[src/hdl/xc_pkg.sv]
// Shared widths, counts, tag layout and vector types, imported by every correlator block.
`default_nettype none

package xc_pkg;

	// Physical pins and the banks multiplexed over them.
	localparam int NUM_LINES = 2;
	localparam int MUX_LINES = 2;
	// Each bank/line combination is one logical input.
	localparam int NUM_INPUTS = NUM_LINES * MUX_LINES;
	localparam int NUM_PAIRS = NUM_INPUTS * (NUM_INPUTS - 1) / 2;
	// A snapshot carries one single count per input, then one count per pair.
	localparam int NUM_WORDS = NUM_INPUTS + NUM_PAIRS;
	localparam int WINDOW_FRAMES = 16;
	localparam int COUNT_W = 4;
	localparam int COUNT_MAX = (1 << COUNT_W) - 1;
	localparam int TAG_W = 4;
	// The FIFO depth doubles as the credit the integrator starts with.
	localparam int EGRESS_DEPTH = 4;
	localparam int CREDIT_W = 3;
	localparam int BANK_W = $clog2(MUX_LINES);
	localparam int FRAME_W = $clog2(WINDOW_FRAMES);
	localparam int PTR_W = $clog2(EGRESS_DEPTH);

	// Pair p correlates inputs PAIR_A[p] and PAIR_B[p], in tag order after the singles.
	localparam int PAIR_A [NUM_PAIRS] = '{0, 0, 0, 1, 1, 2};
	localparam int PAIR_B [NUM_PAIRS] = '{1, 2, 3, 2, 3, 3};

	typedef logic [NUM_LINES-1:0] line_vec_t;
	typedef logic [MUX_LINES-1:0] bank_sel_t;
	typedef logic [BANK_W-1:0] bank_idx_t;
	typedef logic [NUM_INPUTS-1:0] frame_t;
	typedef logic [FRAME_W-1:0] frame_cnt_t;
	typedef logic [COUNT_W-1:0] count_t;
	typedef logic [TAG_W-1:0] tag_t;
	typedef logic [CREDIT_W-1:0] credit_t;
	typedef logic [PTR_W-1:0] fifo_ptr_t;
	// The tag sits in the upper half so a consumer can sort words by the top nibble.
	typedef logic [TAG_W+COUNT_W-1:0] result_word_t;

	// The sampler either drives one bank or holds with the sample-and-hold in reset.
	typedef enum logic {
		SCAN_BANK,
		SCAN_HOLD
	} scan_state_t;

endpackage

`default_nettype wire

[src/hdl/line_scan_sampler.sv]
// Stage 1: scans the multiplexed line banks and emits one complete pulse frame per scan.
`timescale 1ns/1ps
`default_nettype none

module line_scan_sampler (
	input  wire               pll_clk,
	input  wire               rst_n,
	input  wire               enable,
	input  xc_pkg::line_vec_t line_in,
	output xc_pkg::bank_sel_t bank_sel,
	output logic              sh_reset,
	output logic              frame_valid,
	output xc_pkg::frame_t    frame_bits
);
	import xc_pkg::*;

	scan_state_t state;
	bank_idx_t   bank_idx;
	logic        last_bank;

	assign last_bank = (bank_idx == bank_idx_t'(MUX_LINES - 1));

	// The mux select follows the bank index only while a bank is being sampled.
	always_comb begin
		bank_sel = '0;
		if (state == SCAN_BANK) begin
			bank_sel = bank_sel_t'(1) << bank_idx;
		end
	end

	// The sample-and-hold is reset for the whole hold phase, idle included.
	assign sh_reset = (state == SCAN_HOLD);

	// Walk the banks, then spend one cycle in hold before the next scan.
	// Dropping enable mid-scan abandons the frame.
	always_ff @(posedge pll_clk or negedge rst_n) begin
		if (!rst_n) begin
			state       <= SCAN_HOLD;
			bank_idx    <= '0;
			frame_valid <= 1'b0;
		end else begin
			frame_valid <= 1'b0;
			if (state == SCAN_HOLD) begin
				bank_idx <= '0;
				if (enable) begin
					state <= SCAN_BANK;
				end
			end else if (!enable) begin
				state <= SCAN_HOLD;
			end else if (last_bank) begin
				// The frame is complete on this edge and is flagged during hold.
				state       <= SCAN_HOLD;
				frame_valid <= 1'b1;
			end else begin
				bank_idx <= bank_idx + bank_idx_t'(1);
			end
		end
	end

	// Each bank's pins land in their own slice, indexed bank times NUM_LINES plus line.
	always_ff @(posedge pll_clk) begin
		if (state == SCAN_BANK) begin
			frame_bits[bank_idx*NUM_LINES +: NUM_LINES] <= line_in;
		end
	end

	// Only one bank may be routed at a time, and never while the hold is in reset.
	a_bank_sel_legal: assert property (@(posedge pll_clk) disable iff (!rst_n)
		$onehot0(bank_sel) && !(sh_reset && (bank_sel != '0)));

endmodule

`default_nettype wire

[src/hdl/coincidence_integrator.sv]
// Stage 2: integrates single and pair pulse counts per window and streams tagged snapshots.
`timescale 1ns/1ps
`default_nettype none

module coincidence_integrator (
	input  wire                  pll_clk,
	input  wire                  rst_n,
	input  wire                  frame_valid,
	input  xc_pkg::frame_t       frame_bits,
	output logic                 word_valid,
	output xc_pkg::result_word_t word_data,
	input  wire                  word_credit,
	output logic                 window_overrun
);
	import xc_pkg::*;

	count_t     single_cnt [NUM_INPUTS];
	count_t     pair_cnt [NUM_PAIRS];
	count_t     single_next [NUM_INPUTS];
	count_t     pair_next [NUM_PAIRS];
	count_t     snap [NUM_WORDS];
	frame_cnt_t frame_cnt;
	credit_t    credit;
	tag_t       send_tag;
	logic       busy;
	logic       window_close;
	logic       word_send;

	// Counts stick at the maximum instead of wrapping.
	function automatic count_t sat_inc(count_t c, logic hit);
		count_t r;
		r = c;
		if (hit && (c != count_t'(COUNT_MAX))) begin
			r = c + count_t'(1);
		end
		return r;
	endfunction

	// Next counts include the current frame, so the closing frame reaches the snapshot.
	always_comb begin
		for (int i = 0; i < NUM_INPUTS; i++) begin
			single_next[i] = sat_inc(single_cnt[i], frame_bits[i]);
		end
		// A coincidence is both inputs of the pair pulsing in the same frame.
		for (int p = 0; p < NUM_PAIRS; p++) begin
			pair_next[p] = sat_inc(pair_cnt[p], frame_bits[PAIR_A[p]] & frame_bits[PAIR_B[p]]);
		end
	end

	assign window_close = frame_valid && (frame_cnt == frame_cnt_t'(WINDOW_FRAMES - 1));

	// A word goes out only when the egress FIFO has promised room for it.
	assign word_valid = busy && (credit != '0);
	assign word_send = word_valid;
	assign word_data = {send_tag, snap[send_tag]};

	// Counters clear at window close so the next frame starts a fresh window.
	always_ff @(posedge pll_clk or negedge rst_n) begin
		if (!rst_n) begin
			frame_cnt <= '0;
			for (int i = 0; i < NUM_INPUTS; i++) begin
				single_cnt[i] <= '0;
			end
			for (int p = 0; p < NUM_PAIRS; p++) begin
				pair_cnt[p] <= '0;
			end
		end else if (frame_valid) begin
			frame_cnt <= window_close ? '0 : frame_cnt + frame_cnt_t'(1);
			for (int i = 0; i < NUM_INPUTS; i++) begin
				single_cnt[i] <= window_close ? '0 : single_next[i];
			end
			for (int p = 0; p < NUM_PAIRS; p++) begin
				pair_cnt[p] <= window_close ? '0 : pair_next[p];
			end
		end
	end

	// The snapshot is only taken when the previous one has fully drained.
	always_ff @(posedge pll_clk) begin
		if (window_close && !busy) begin
			for (int i = 0; i < NUM_INPUTS; i++) begin
				snap[i] <= single_next[i];
			end
			for (int p = 0; p < NUM_PAIRS; p++) begin
				snap[NUM_INPUTS+p] <= pair_next[p];
			end
		end
	end

	// Streaming walks the tags in order; a close during streaming is an overrun.
	always_ff @(posedge pll_clk or negedge rst_n) begin
		if (!rst_n) begin
			busy           <= 1'b0;
			send_tag       <= '0;
			window_overrun <= 1'b0;
		end else begin
			if (window_close && busy) begin
				window_overrun <= 1'b1;
			end
			if (window_close && !busy) begin
				busy     <= 1'b1;
				send_tag <= '0;
			end else if (word_send) begin
				send_tag <= send_tag + tag_t'(1);
				if (send_tag == tag_t'(NUM_WORDS - 1)) begin
					busy <= 1'b0;
				end
			end
		end
	end

	// One credit is spent per word and one comes back per FIFO pop.
	always_ff @(posedge pll_clk or negedge rst_n) begin
		if (!rst_n) begin
			credit <= credit_t'(EGRESS_DEPTH);
		end else begin
			case ({word_credit, word_send})
				2'b10:   credit <= credit + credit_t'(1);
				2'b01:   credit <= credit - credit_t'(1);
				default: credit <= credit;
			endcase
		end
	end

	// The FIFO never returns more credit than it was given.
	a_credit_bound: assert property (@(posedge pll_clk) disable iff (!rst_n)
		credit <= credit_t'(EGRESS_DEPTH));
	// A word is never offered without credit, even one cycle after the last was spent.
	a_send_credited: assert property (@(posedge pll_clk) disable iff (!rst_n)
		(word_send && !word_credit && (credit == credit_t'(1))) |=> !word_valid);

endmodule

`default_nettype wire

[src/hdl/credit_egress_fifo.sv]
// Stage 3: buffers snapshot words and releases them to the consumer against its credits.
`timescale 1ns/1ps
`default_nettype none

module credit_egress_fifo (
	input  wire                  pll_clk,
	input  wire                  rst_n,
	input  wire                  word_valid,
	input  xc_pkg::result_word_t word_data,
	output logic                 word_credit,
	input  wire                  out_credit,
	output logic                 out_valid,
	output xc_pkg::result_word_t out_word
);
	import xc_pkg::*;

	result_word_t mem [EGRESS_DEPTH];
	fifo_ptr_t    wr_ptr;
	fifo_ptr_t    rd_ptr;
	credit_t      fill;
	credit_t      ext_credit;
	logic         pop;

	// Occupancy and credit are registered, so a word written this cycle waits one cycle.
	assign pop = (fill != '0) && (ext_credit != '0);
	assign out_valid = pop;
	assign out_word = mem[rd_ptr];

	// Storage carries payload only.
	always_ff @(posedge pll_clk) begin
		if (word_valid) begin
			mem[wr_ptr] <= word_data;
		end
	end

	always_ff @(posedge pll_clk or negedge rst_n) begin
		if (!rst_n) begin
			wr_ptr      <= '0;
			rd_ptr      <= '0;
			fill        <= '0;
			ext_credit  <= '0;
			word_credit <= 1'b0;
		end else begin
			if (word_valid) begin
				wr_ptr <= wr_ptr + fifo_ptr_t'(1);
			end
			if (pop) begin
				rd_ptr <= rd_ptr + fifo_ptr_t'(1);
			end
			case ({word_valid, pop})
				2'b10:   fill <= fill + credit_t'(1);
				2'b01:   fill <= fill - credit_t'(1);
				default: fill <= fill;
			endcase
			// Outside credit saturates; a consumer flooding credits loses nothing it paid for.
			case ({out_credit, pop})
				2'b10: begin
					if (ext_credit != '1) begin
						ext_credit <= ext_credit + credit_t'(1);
					end
				end
				2'b01:   ext_credit <= ext_credit - credit_t'(1);
				default: ext_credit <= ext_credit;
			endcase
			// The freed slot is handed back to the integrator a cycle after the pop.
			word_credit <= pop;
		end
	end

	// A write into a full FIFO means the integrator sent without credit.
	a_no_overflow: assert property (@(posedge pll_clk) disable iff (!rst_n)
		word_valid |-> (fill != credit_t'(EGRESS_DEPTH)));

endmodule

`default_nettype wire

[src/hdl/xc_correlator_top.sv]
// Top level of the correlator front end; joins sampler, integrator and egress FIFO in a pipeline.
`timescale 1ns/1ps
`default_nettype none

module xc_correlator_top (
	input  wire                  pll_clk,
	input  wire                  rst_n,
	input  wire                  enable,
	input  xc_pkg::line_vec_t    line_in,
	input  wire                  out_credit,
	output xc_pkg::bank_sel_t    bank_sel,
	output logic                 sh_reset,
	output logic                 out_valid,
	output xc_pkg::result_word_t out_word,
	output logic                 window_overrun
);
	import xc_pkg::*;

	// Frame link, never stalled.
	logic         frame_valid;
	frame_t       frame_bits;
	// Word link, paced by credits returned from the FIFO.
	logic         word_valid;
	result_word_t word_data;
	logic         word_credit;

	line_scan_sampler u_sampler (
		.pll_clk     (pll_clk),
		.rst_n       (rst_n),
		.enable      (enable),
		.line_in     (line_in),
		.bank_sel    (bank_sel),
		.sh_reset    (sh_reset),
		.frame_valid (frame_valid),
		.frame_bits  (frame_bits)
	);

	coincidence_integrator u_integrator (
		.pll_clk        (pll_clk),
		.rst_n          (rst_n),
		.frame_valid    (frame_valid),
		.frame_bits     (frame_bits),
		.word_valid     (word_valid),
		.word_data      (word_data),
		.word_credit    (word_credit),
		.window_overrun (window_overrun)
	);

	credit_egress_fifo u_egress (
		.pll_clk     (pll_clk),
		.rst_n       (rst_n),
		.word_valid  (word_valid),
		.word_data   (word_data),
		.word_credit (word_credit),
		.out_credit  (out_credit),
		.out_valid   (out_valid),
		.out_word    (out_word)
	);

endmodule

`default_nettype wire

[config.mk]
export PLATFORM = sky130hd
export DESIGN_NAME = xc_correlator_top
export DESIGN_NICKNAME = d
export VERILOG_FILES = /design/src/hdl/xc_pkg.sv /design/src/hdl/line_scan_sampler.sv /design/src/hdl/coincidence_integrator.sv /design/src/hdl/credit_egress_fifo.sv /design/src/hdl/xc_correlator_top.sv
export SDC_FILE = /design/constraint.sdc
export NUM_CORES = 1
export LEC_CHECK = 0
export BUFFER_PORTS_ARGS = -buffer_cell sky130_fd_sc_hd__buf_4
export CORE_MARGIN = 2
export CORE_UTILIZATION = 45
export DETAILED_ROUTE_END_ITERATION = 10
export SYNTH_ARGS = -nofsm -noshare
export SYNTH_HDL_FRONTEND = slang
export SYNTH_HIERARCHICAL = 1
export SYNTH_SLANG_ARGS = --single-unit
[constraint.sdc]
create_clock -name pll_clk -period 2.9 [get_ports pll_clk]
set_input_delay 0 -clock pll_clk [delete_from_list [all_inputs] [get_ports pll_clk]]
set_output_delay 0 -clock pll_clk [all_outputs]
set_load 0.02 [all_outputs]
==> results of run 1 <==
## cell type report
type | count | area share, %
tap | 184 | 3.00
inverter | 22 | 1.08
timing repair buffer | 28 | 2.91
multi-input combinational | 352 | 34.4
sequential | 143 | 51.7
clock inverter | 15 | 1.36
clock buffer | 17 | 5.55
## cells by family after synthesis
group	count (synthesis)
flops	143
buf+inv	40
simple gates	158
mux	45
fa+ha+maj	22
compound gates	99
xor+xnor	28
## state kept, by name (all words and copies together), names as in the netlist
signal,count
u_integrator/credit,3
u_sampler/frame_bits,4
u_egress/word_credit,1
u_integrator/pair_cnt,24
u_egress/rd_ptr,2
u_integrator/busy,1
u_egress/mem,32
u_egress/fill,3
u_integrator/snap,40
u_integrator/window_overrun,1
u_integrator/frame_cnt,4
u_sampler/bank_idx,1
u_egress/ext_credit,3
u_egress/wr_ptr,2
u_integrator/single_cnt,16
u_sampler/sh_reset,1
u_sampler/frame_valid,1
u_integrator/send_tag,4
## per-stage QoR
step	setup slack (ns)	instances
floorplan	0.596	535
global placement	0.715	724
detailed placement	0.672	724
CTS	0.632	761
global route	0.528	761
finish	0.647	761
## placed cells by master, fill, tap and decap left out, types with 4 or more instances in the layout
master         synthesis  layout
o21ai_0               17      17
nand3_1               30      30
buf_4                  3      23
xnor2_1               14      14
clkinv_1               1       5
o22ai_1                9       9
and2_1                 7       7
mux2i_1               25      25
nor2b_1               11      11
nand2b_1               5       5
clkbuf_16              0      17
dlygate4sd3_1          0       5
a21oi_1               21      21
nor3b_1                6       6
dfrtp_1               65      65
xor2_1                14      14
mux4_2                 8       8
a21o_1                11      11
a31oi_1               11      11
a22o_1                18      18
a32o_1                 6       6
mux2_4                 4       4
inv_1                 21      21
nand4_1                8       8
clkinv_2               0       7
nand2_1               40      40
mux2_2                 7       7
edfxtp_1              76      76
nor3_1                16      16
ha_1                  19      19
nor2_1                17      17
## cells in the mapped netlist, types with 14 or more instances
| library cell | count | area share, % |
|---|---|---|
| nor3_1 | 16 | 1.2 |
| nand2_1 | 40 | 2.2 |
| o21ai_0 | 17 | 1.3 |
| xor2_1 | 14 | 1.8 |
| dfrtp_1 | 65 | 24 |
| ha_1 | 19 | 3.5 |
| xnor2_1 | 14 | 1.8 |
| inv_1 | 21 | 1.2 |
| nand3_1 | 30 | 2.2 |
| mux2i_1 | 25 | 3.7 |
| a22o_1 | 18 | 2.3 |
| a21oi_1 | 21 | 1.6 |
| nor2_1 | 17 | 0.94 |
| edfxtp_1 | 76 | 34 |
## critical path, stage by stage (launching register included)
cell,delay [ns]
dfrtp_1,0.44
o31ai_2,0.37
inv_1,0.25
inv_1,0.11
ha_1,0.19
inv_1,0.06
fa_1,0.37
xor2_1,0.15
nor2_1,0.11
xor2_1,0.14
## layer usage
| metal | global-route usage, % | part of all wire (%) | up-vias |
|---|---|---|---|
| li1 | - | - | 2059 |
| met2 | 27.5 | 47 | 84 |
| met5 | 0 | 0 | - |
| met1 | 22.4 | 48 | 2077 |
| met4 | 5.69 | 2.0 | 0 |
| met3 | 4.68 | 3.0 | 13 |
## power breakdown
part           internal, mW  switching [mW]
combinational         0.241           0.228
clock                  1.15           0.800
sequential             2.27           0.161
## worst paths after layout
check	startpoint	to	slack, ns
max in group asynchronous	rst_n	u_integrator/single_cnt[15]$_DFFE_PN0P_	2.02
min in group pll_clk	enable	u_sampler/sh_reset$_DFF_PN1_	0.28
hold reg to reg	u_integrator/window_overrun$_DFFE_PN0P_	u_integrator/window_overrun$_DFFE_PN0P_	0.48
hold / removal	rst_n	u_egress/rd_ptr[1]$_DFFE_PN0N_	0.28
setup reg to reg	u_integrator/credit[0]$_DFFE_PN0P_	u_egress/fill[2]$_DFFE_PN0P_	0.65
setup / recovery	u_integrator/credit[0]$_DFFE_PN0P_	u_egress/fill[2]$_DFFE_PN0P_	0.65
## timing repair
item	in CTS	in global routing
resized for setup	0	0
hold endpoints to repair	73	0
hold buffers	5	0
endpoints found under the setup margin	0	0
==> metrics, run 1 <==
latest clock arrival within the worst-skew pair around 0.4 ns; Post-Route Skew about 0.0065 ns; max-cap viol count 0; EDFF count, synth 76; # IOs 19; Final Hold Fails 0; Post-DP Area ~7100 µm²; clock root cell clkbuf_16; FF/Latch Area 3960 µm²; post-synth cell types 56; clock tree sinks approximately 140; Worst-Margin Slew 0.928 ns; setup bufs post-CTS 0; Seq cells post-synth 143; DIE WIDTH between 100 and 150 µm; adder-cell share of the synthesized area around 4.4%; Final nets 592; vias in the first global route between 4000 and 5000; WL/cell roughly 17 µm; Core Area between 10000 and 15000 µm²; critical path type reg -> reg; largest net degree at the start of global routing 68; Iter 0 DRT Violations between 300 and 400; Final TNS setup 0 ns; IO buf count 18; final total power about 4.9 mW; main combinational cell family by area after synthesis simple AND/OR/NAND/NOR gates; routability cong. ~0.84; Pins Over Slew Limit 0; crit start category register; CP endpoint kind register; GRT Util Overall ~17%; area of the multi-input gates 2640 µm²; total grt overflow 0; outcome completed; antenna-violating nets left 0; Post-Syn Area 6780 µm²; first-pass GRT wire length 21200 µm; initial antenna violation count 0; simple-gate portion of the synthesized area 12.5%; VDD IR max roughly 0.62 mV; # diodes 0; ys async rst share around 47%; Vias/cell between 5 and 6; Synth Area in Compound Gates under 10%; top_reg_cell synth edfxtp_1; worst-path maximum fanout 11; Fillers between 1000 and 1500; RSZ-0062 raised after global routing no; layout cell share with drive strength beyond 1 between 10% and 20%; Routed Wire Length about 13000 µm; DRT Pass-1 Iters 5; CTS tree yes; area delta synth->final 13.0%; highest clock rate between 400 and 500 MHz; vias approximately 4200; Worst Hold Class in -> async; xor-xnor portion of the synthesized cell area under 10%; post-synthesis sequential area ratio roughly three fifths; HPWL Detailed about 8400 µm; Final Critical Period ~2.3 ns; Leak approximately 3 nW; drt drc 0; Rel. slew slack 38.1%; final core occ roughly 52%; Tcrit/Tclk final 77.7%; Cells after Synth roughly 540; die height ~130 µm; Worst Path Required between 3 and 4 ns; Die ar. 16100 µm²; syn_area_per_cell between 10 and 15 µm²; CTS buffer count 17; Initial Util between 40 and 50%; R2R depth 9; mux contribution to synthesized area 8.56%; final hold slack ~0.28 ns; CTS Buffer Depth 2; Finished Cell Area 7660 µm²; clk slew on worst S/H paths about 0.06 ns; yosys warns 6; pwr/cell area between 600 and 700 nW/µm²; Setup-failing EPs final 0; CTS H-tree depth 4; standard-cell row count 44; Critical Path AT approximately 2.6 ns; Syn Nets 563
No activity file was read; power rests on OpenSTA's default activity.
==> run 2: changes to the inputs <==
clock period = 2 ns   (was 2.9 ns; I/O delays follow)
==> run 2 against run 1 <==
- register-to-register slack worse by 0.57 ns
- critical path depth unchanged
- utilization up 1.4 points
- final cell count up 2.0%
- hold slack worse by 0.16 ns
- combinational power up 57%
- clock power up 52%
- sequential cell count unchanged
- clock skew down 0.0025 ns
- via count up 1.7%
- non-clock buffer count up 15
- cell area up 2.7%
- critical endpoint is now u_integrator/credit[2]$_DFFE_PN1P_
==> metrics, run 2 (same netlist as run 1, synthesis figures left out) <==
Die ar. 16100 µm² (unchanged); area delta synth->final 16.1%; Routed Wire Length 13200 µm (+1.3%); clock tree sinks 143 (unchanged); Final Critical Period 1.93 ns (-0.326 ns); most common cell after layout, fill and taps aside edfxtp_1; Final TNS setup 0 ns (unchanged); # IOs 19 (unchanged); final core occ 53.8% (+1.4 points); Met2 Wirelength 6590 µm (+7.5%); Final Hold Fails 0 (unchanged); Vias/cell 5.55 (-0.31%); HPWL Detailed 8910 µm (+5.9%); highest clock rate 519 MHz (+17%); crit start category register; final hold slack 0.123 ns (-0.160 ns); Worst-Margin Slew 0.572 ns (-0.357 ns); IO buf count 18 (unchanged); VDD IR max 0.553 mV (-11%); CTS Buffer Depth 2 (unchanged); layout cell share with drive strength beyond 1 17.2% (+2.7 points); CP endpoint kind register; commonest non-fill, non-tap cells in the layout 76 x edfxtp_1, 64 x dfrtp_1, 40 x nand2_1; standard-cell row count 44 (unchanged); die height 127 µm (unchanged); Fillers 1224 (+0.58%); max-cap viol count 0 (unchanged); CTS H-tree depth 4 (unchanged); Worst Hold Class in -> async; Core Area 14600 µm² (unchanged); R2R Path Start u_integrator/credit[2]$_DFFE_PN1P_; # diodes 0 (unchanged); clk slew on worst S/H paths 0.06 ns (about the same); top layer in use met4; Worst Path Required 2.35 ns (-0.89 ns); pwr/cell area 915 nW/µm² (+45%); Initial Util 46.3% (unchanged); WL/cell 17.0 µm (-0.68%); Iter 0 DRT Violations 268 (-20%); Post-Route Skew 0.00393 ns (-0.00254 ns); GRT Util Overall 17.5% (+0.53 points); outcome completed; vias 4303 (+1.7%); RSZ-0062 raised after global routing yes; worst-path maximum fanout 10 (-1); CTS tree yes; routed wl met3 519 µm (+31%); Tcrit/Tclk final 96.4% (+19 points); first-pass GRT wire length 21600 µm (+1.9%); CTS buffer count 17 (unchanged); DIE WIDTH 127 µm (unchanged); initial antenna violation count 0 (unchanged); routability cong. 0.800 (-4.9%); Largest register FFs 40 (unchanged); antenna-violating nets left 0 (unchanged); Largest Register u_integrator/snap; Pins Over Slew Limit 0 (unchanged); largest net degree at the start of global routing 41 (-40%); R2R depth 9 (unchanged); Critical Path AT 2.28 ns (-0.31 ns); reg2reg setup slack 0.07 ns (-0.57 ns); latest clock arrival within the worst-skew pair 0.42 ns (about the same); drt drc 0 (unchanged); FF/Latch Area 3960 µm² (about the same); Worst R2R End u_integrator/credit[2]$_DFFE_PN1P_; Rel. slew slack 61.9% (+24 points); Leak 3.08 nW (+2.7%); vias in the first global route 4294 (+2.0%); total grt overflow 0 (unchanged); Final nets 607 (+2.5%); Regs by FF count u_integrator/snap (40), u_egress/mem (32), u_integrator/pair_cnt (24); met1 WL 5920 µm (-4.9%); DRT Pass-1 Iters 5 (unchanged); clock root cell clkbuf_16; area of the multi-input gates 2670 µm² (+1.1%); critical path type reg -> reg; Setup-failing EPs final 0 (unchanged)
-- run 2: changes by cell type in the layout (fill, tap and decap cells not counted), sizes merged --
cell	change
clkbuf	+6
buf	+15
inv	-1
bufinv	+1
clkinv	-6
-- run 2: power by group --
part / switching, mW / internal [mW] / total (mW)
registers: 0.213 / 3.29 / 3.50
logic: 0.368 / 0.368 / 0.736
clock network: 1.13 / 1.85 / 2.97
-- run 2: worst max path at each step --
stage / to / cells after the start / start / slack, ns
final: u_integrator/credit[2]$_DFFE_PN1P_ / 9 / u_integrator/credit[2]$_DFFE_PN1P_ / 0.07
after global routing: u_egress/fill[2]$_DFFE_PN0P_ / 9 / u_integrator/credit[0]$_DFFE_PN0P_ / -0.01
after CTS: u_integrator/credit[2]$_DFFE_PN1P_ / 9 / u_integrator/credit[2]$_DFFE_PN1P_ / 0.004
after detailed placement: u_integrator/credit[2]$_DFFE_PN1P_ / 9 / u_integrator/credit[2]$_DFFE_PN1P_ / -0.03
after global placement: u_egress/fill[2]$_DFFE_PN0P_ / 9 / u_integrator/credit[1]$_DFFE_PN0P_ / 0.08
after floorplan: u_egress/ext_credit[2]$_DFFE_PN0P_ / 7 / u_egress/ext_credit[2]$_DFFE_PN0P_ / 0.02
-- run 2: worst max-delay path: stages, from the launching register on --
cell and delay, ns:
dfstp_2 0.56, o31ai_4 0.08, inv_2 0.07, buf_6 0.12, ha_2 0.19, inv_1 0.06, fa_2 0.34, xor2_1 0.15
nor2_1 0.13, xor2_1 0.16
-- run 2: per-stage QoR --
step                cells  total power [mW]  instance area (µm²)  setup WS, ns
floorplan             535              4.05                 6790        0.0167
global placement      737              4.24                 7230        0.0800
detailed placement    737              4.27                 7230       -0.0322
CTS                   775              7.29                 7840       0.00408
global route          776              7.56                 7870       -0.0109
finish                776              7.21                 7870        0.0722
-- run 2: layout make-up --
cell class,instances,area share [%]
clock buffer,23,5.82
clock inverter,9,1.19
inverter,22,1.10
multi-input combinational,352,33.9
sequential,143,50.3
tap,184,2.92
timing repair buffer,43,4.78
-- run 2: repair_timing --
item | 4_1_cts | 5_1_grt
setup buffers | 1 | 1
pin swaps | 0 | 4
hold buffers | 5 | 0
resized for setup | 1 | 6
endpoints found under the hold margin | 46 | 0
setup endpoints to repair | 1 | 4
-- run 2: per-layer routing --
metal	vias to the layer above	global-route usage, %
met5	-	0
met1	2119	21.4
met4	0	6.79
li1	2091	-
met3	11	5.19
met2	82	29.5
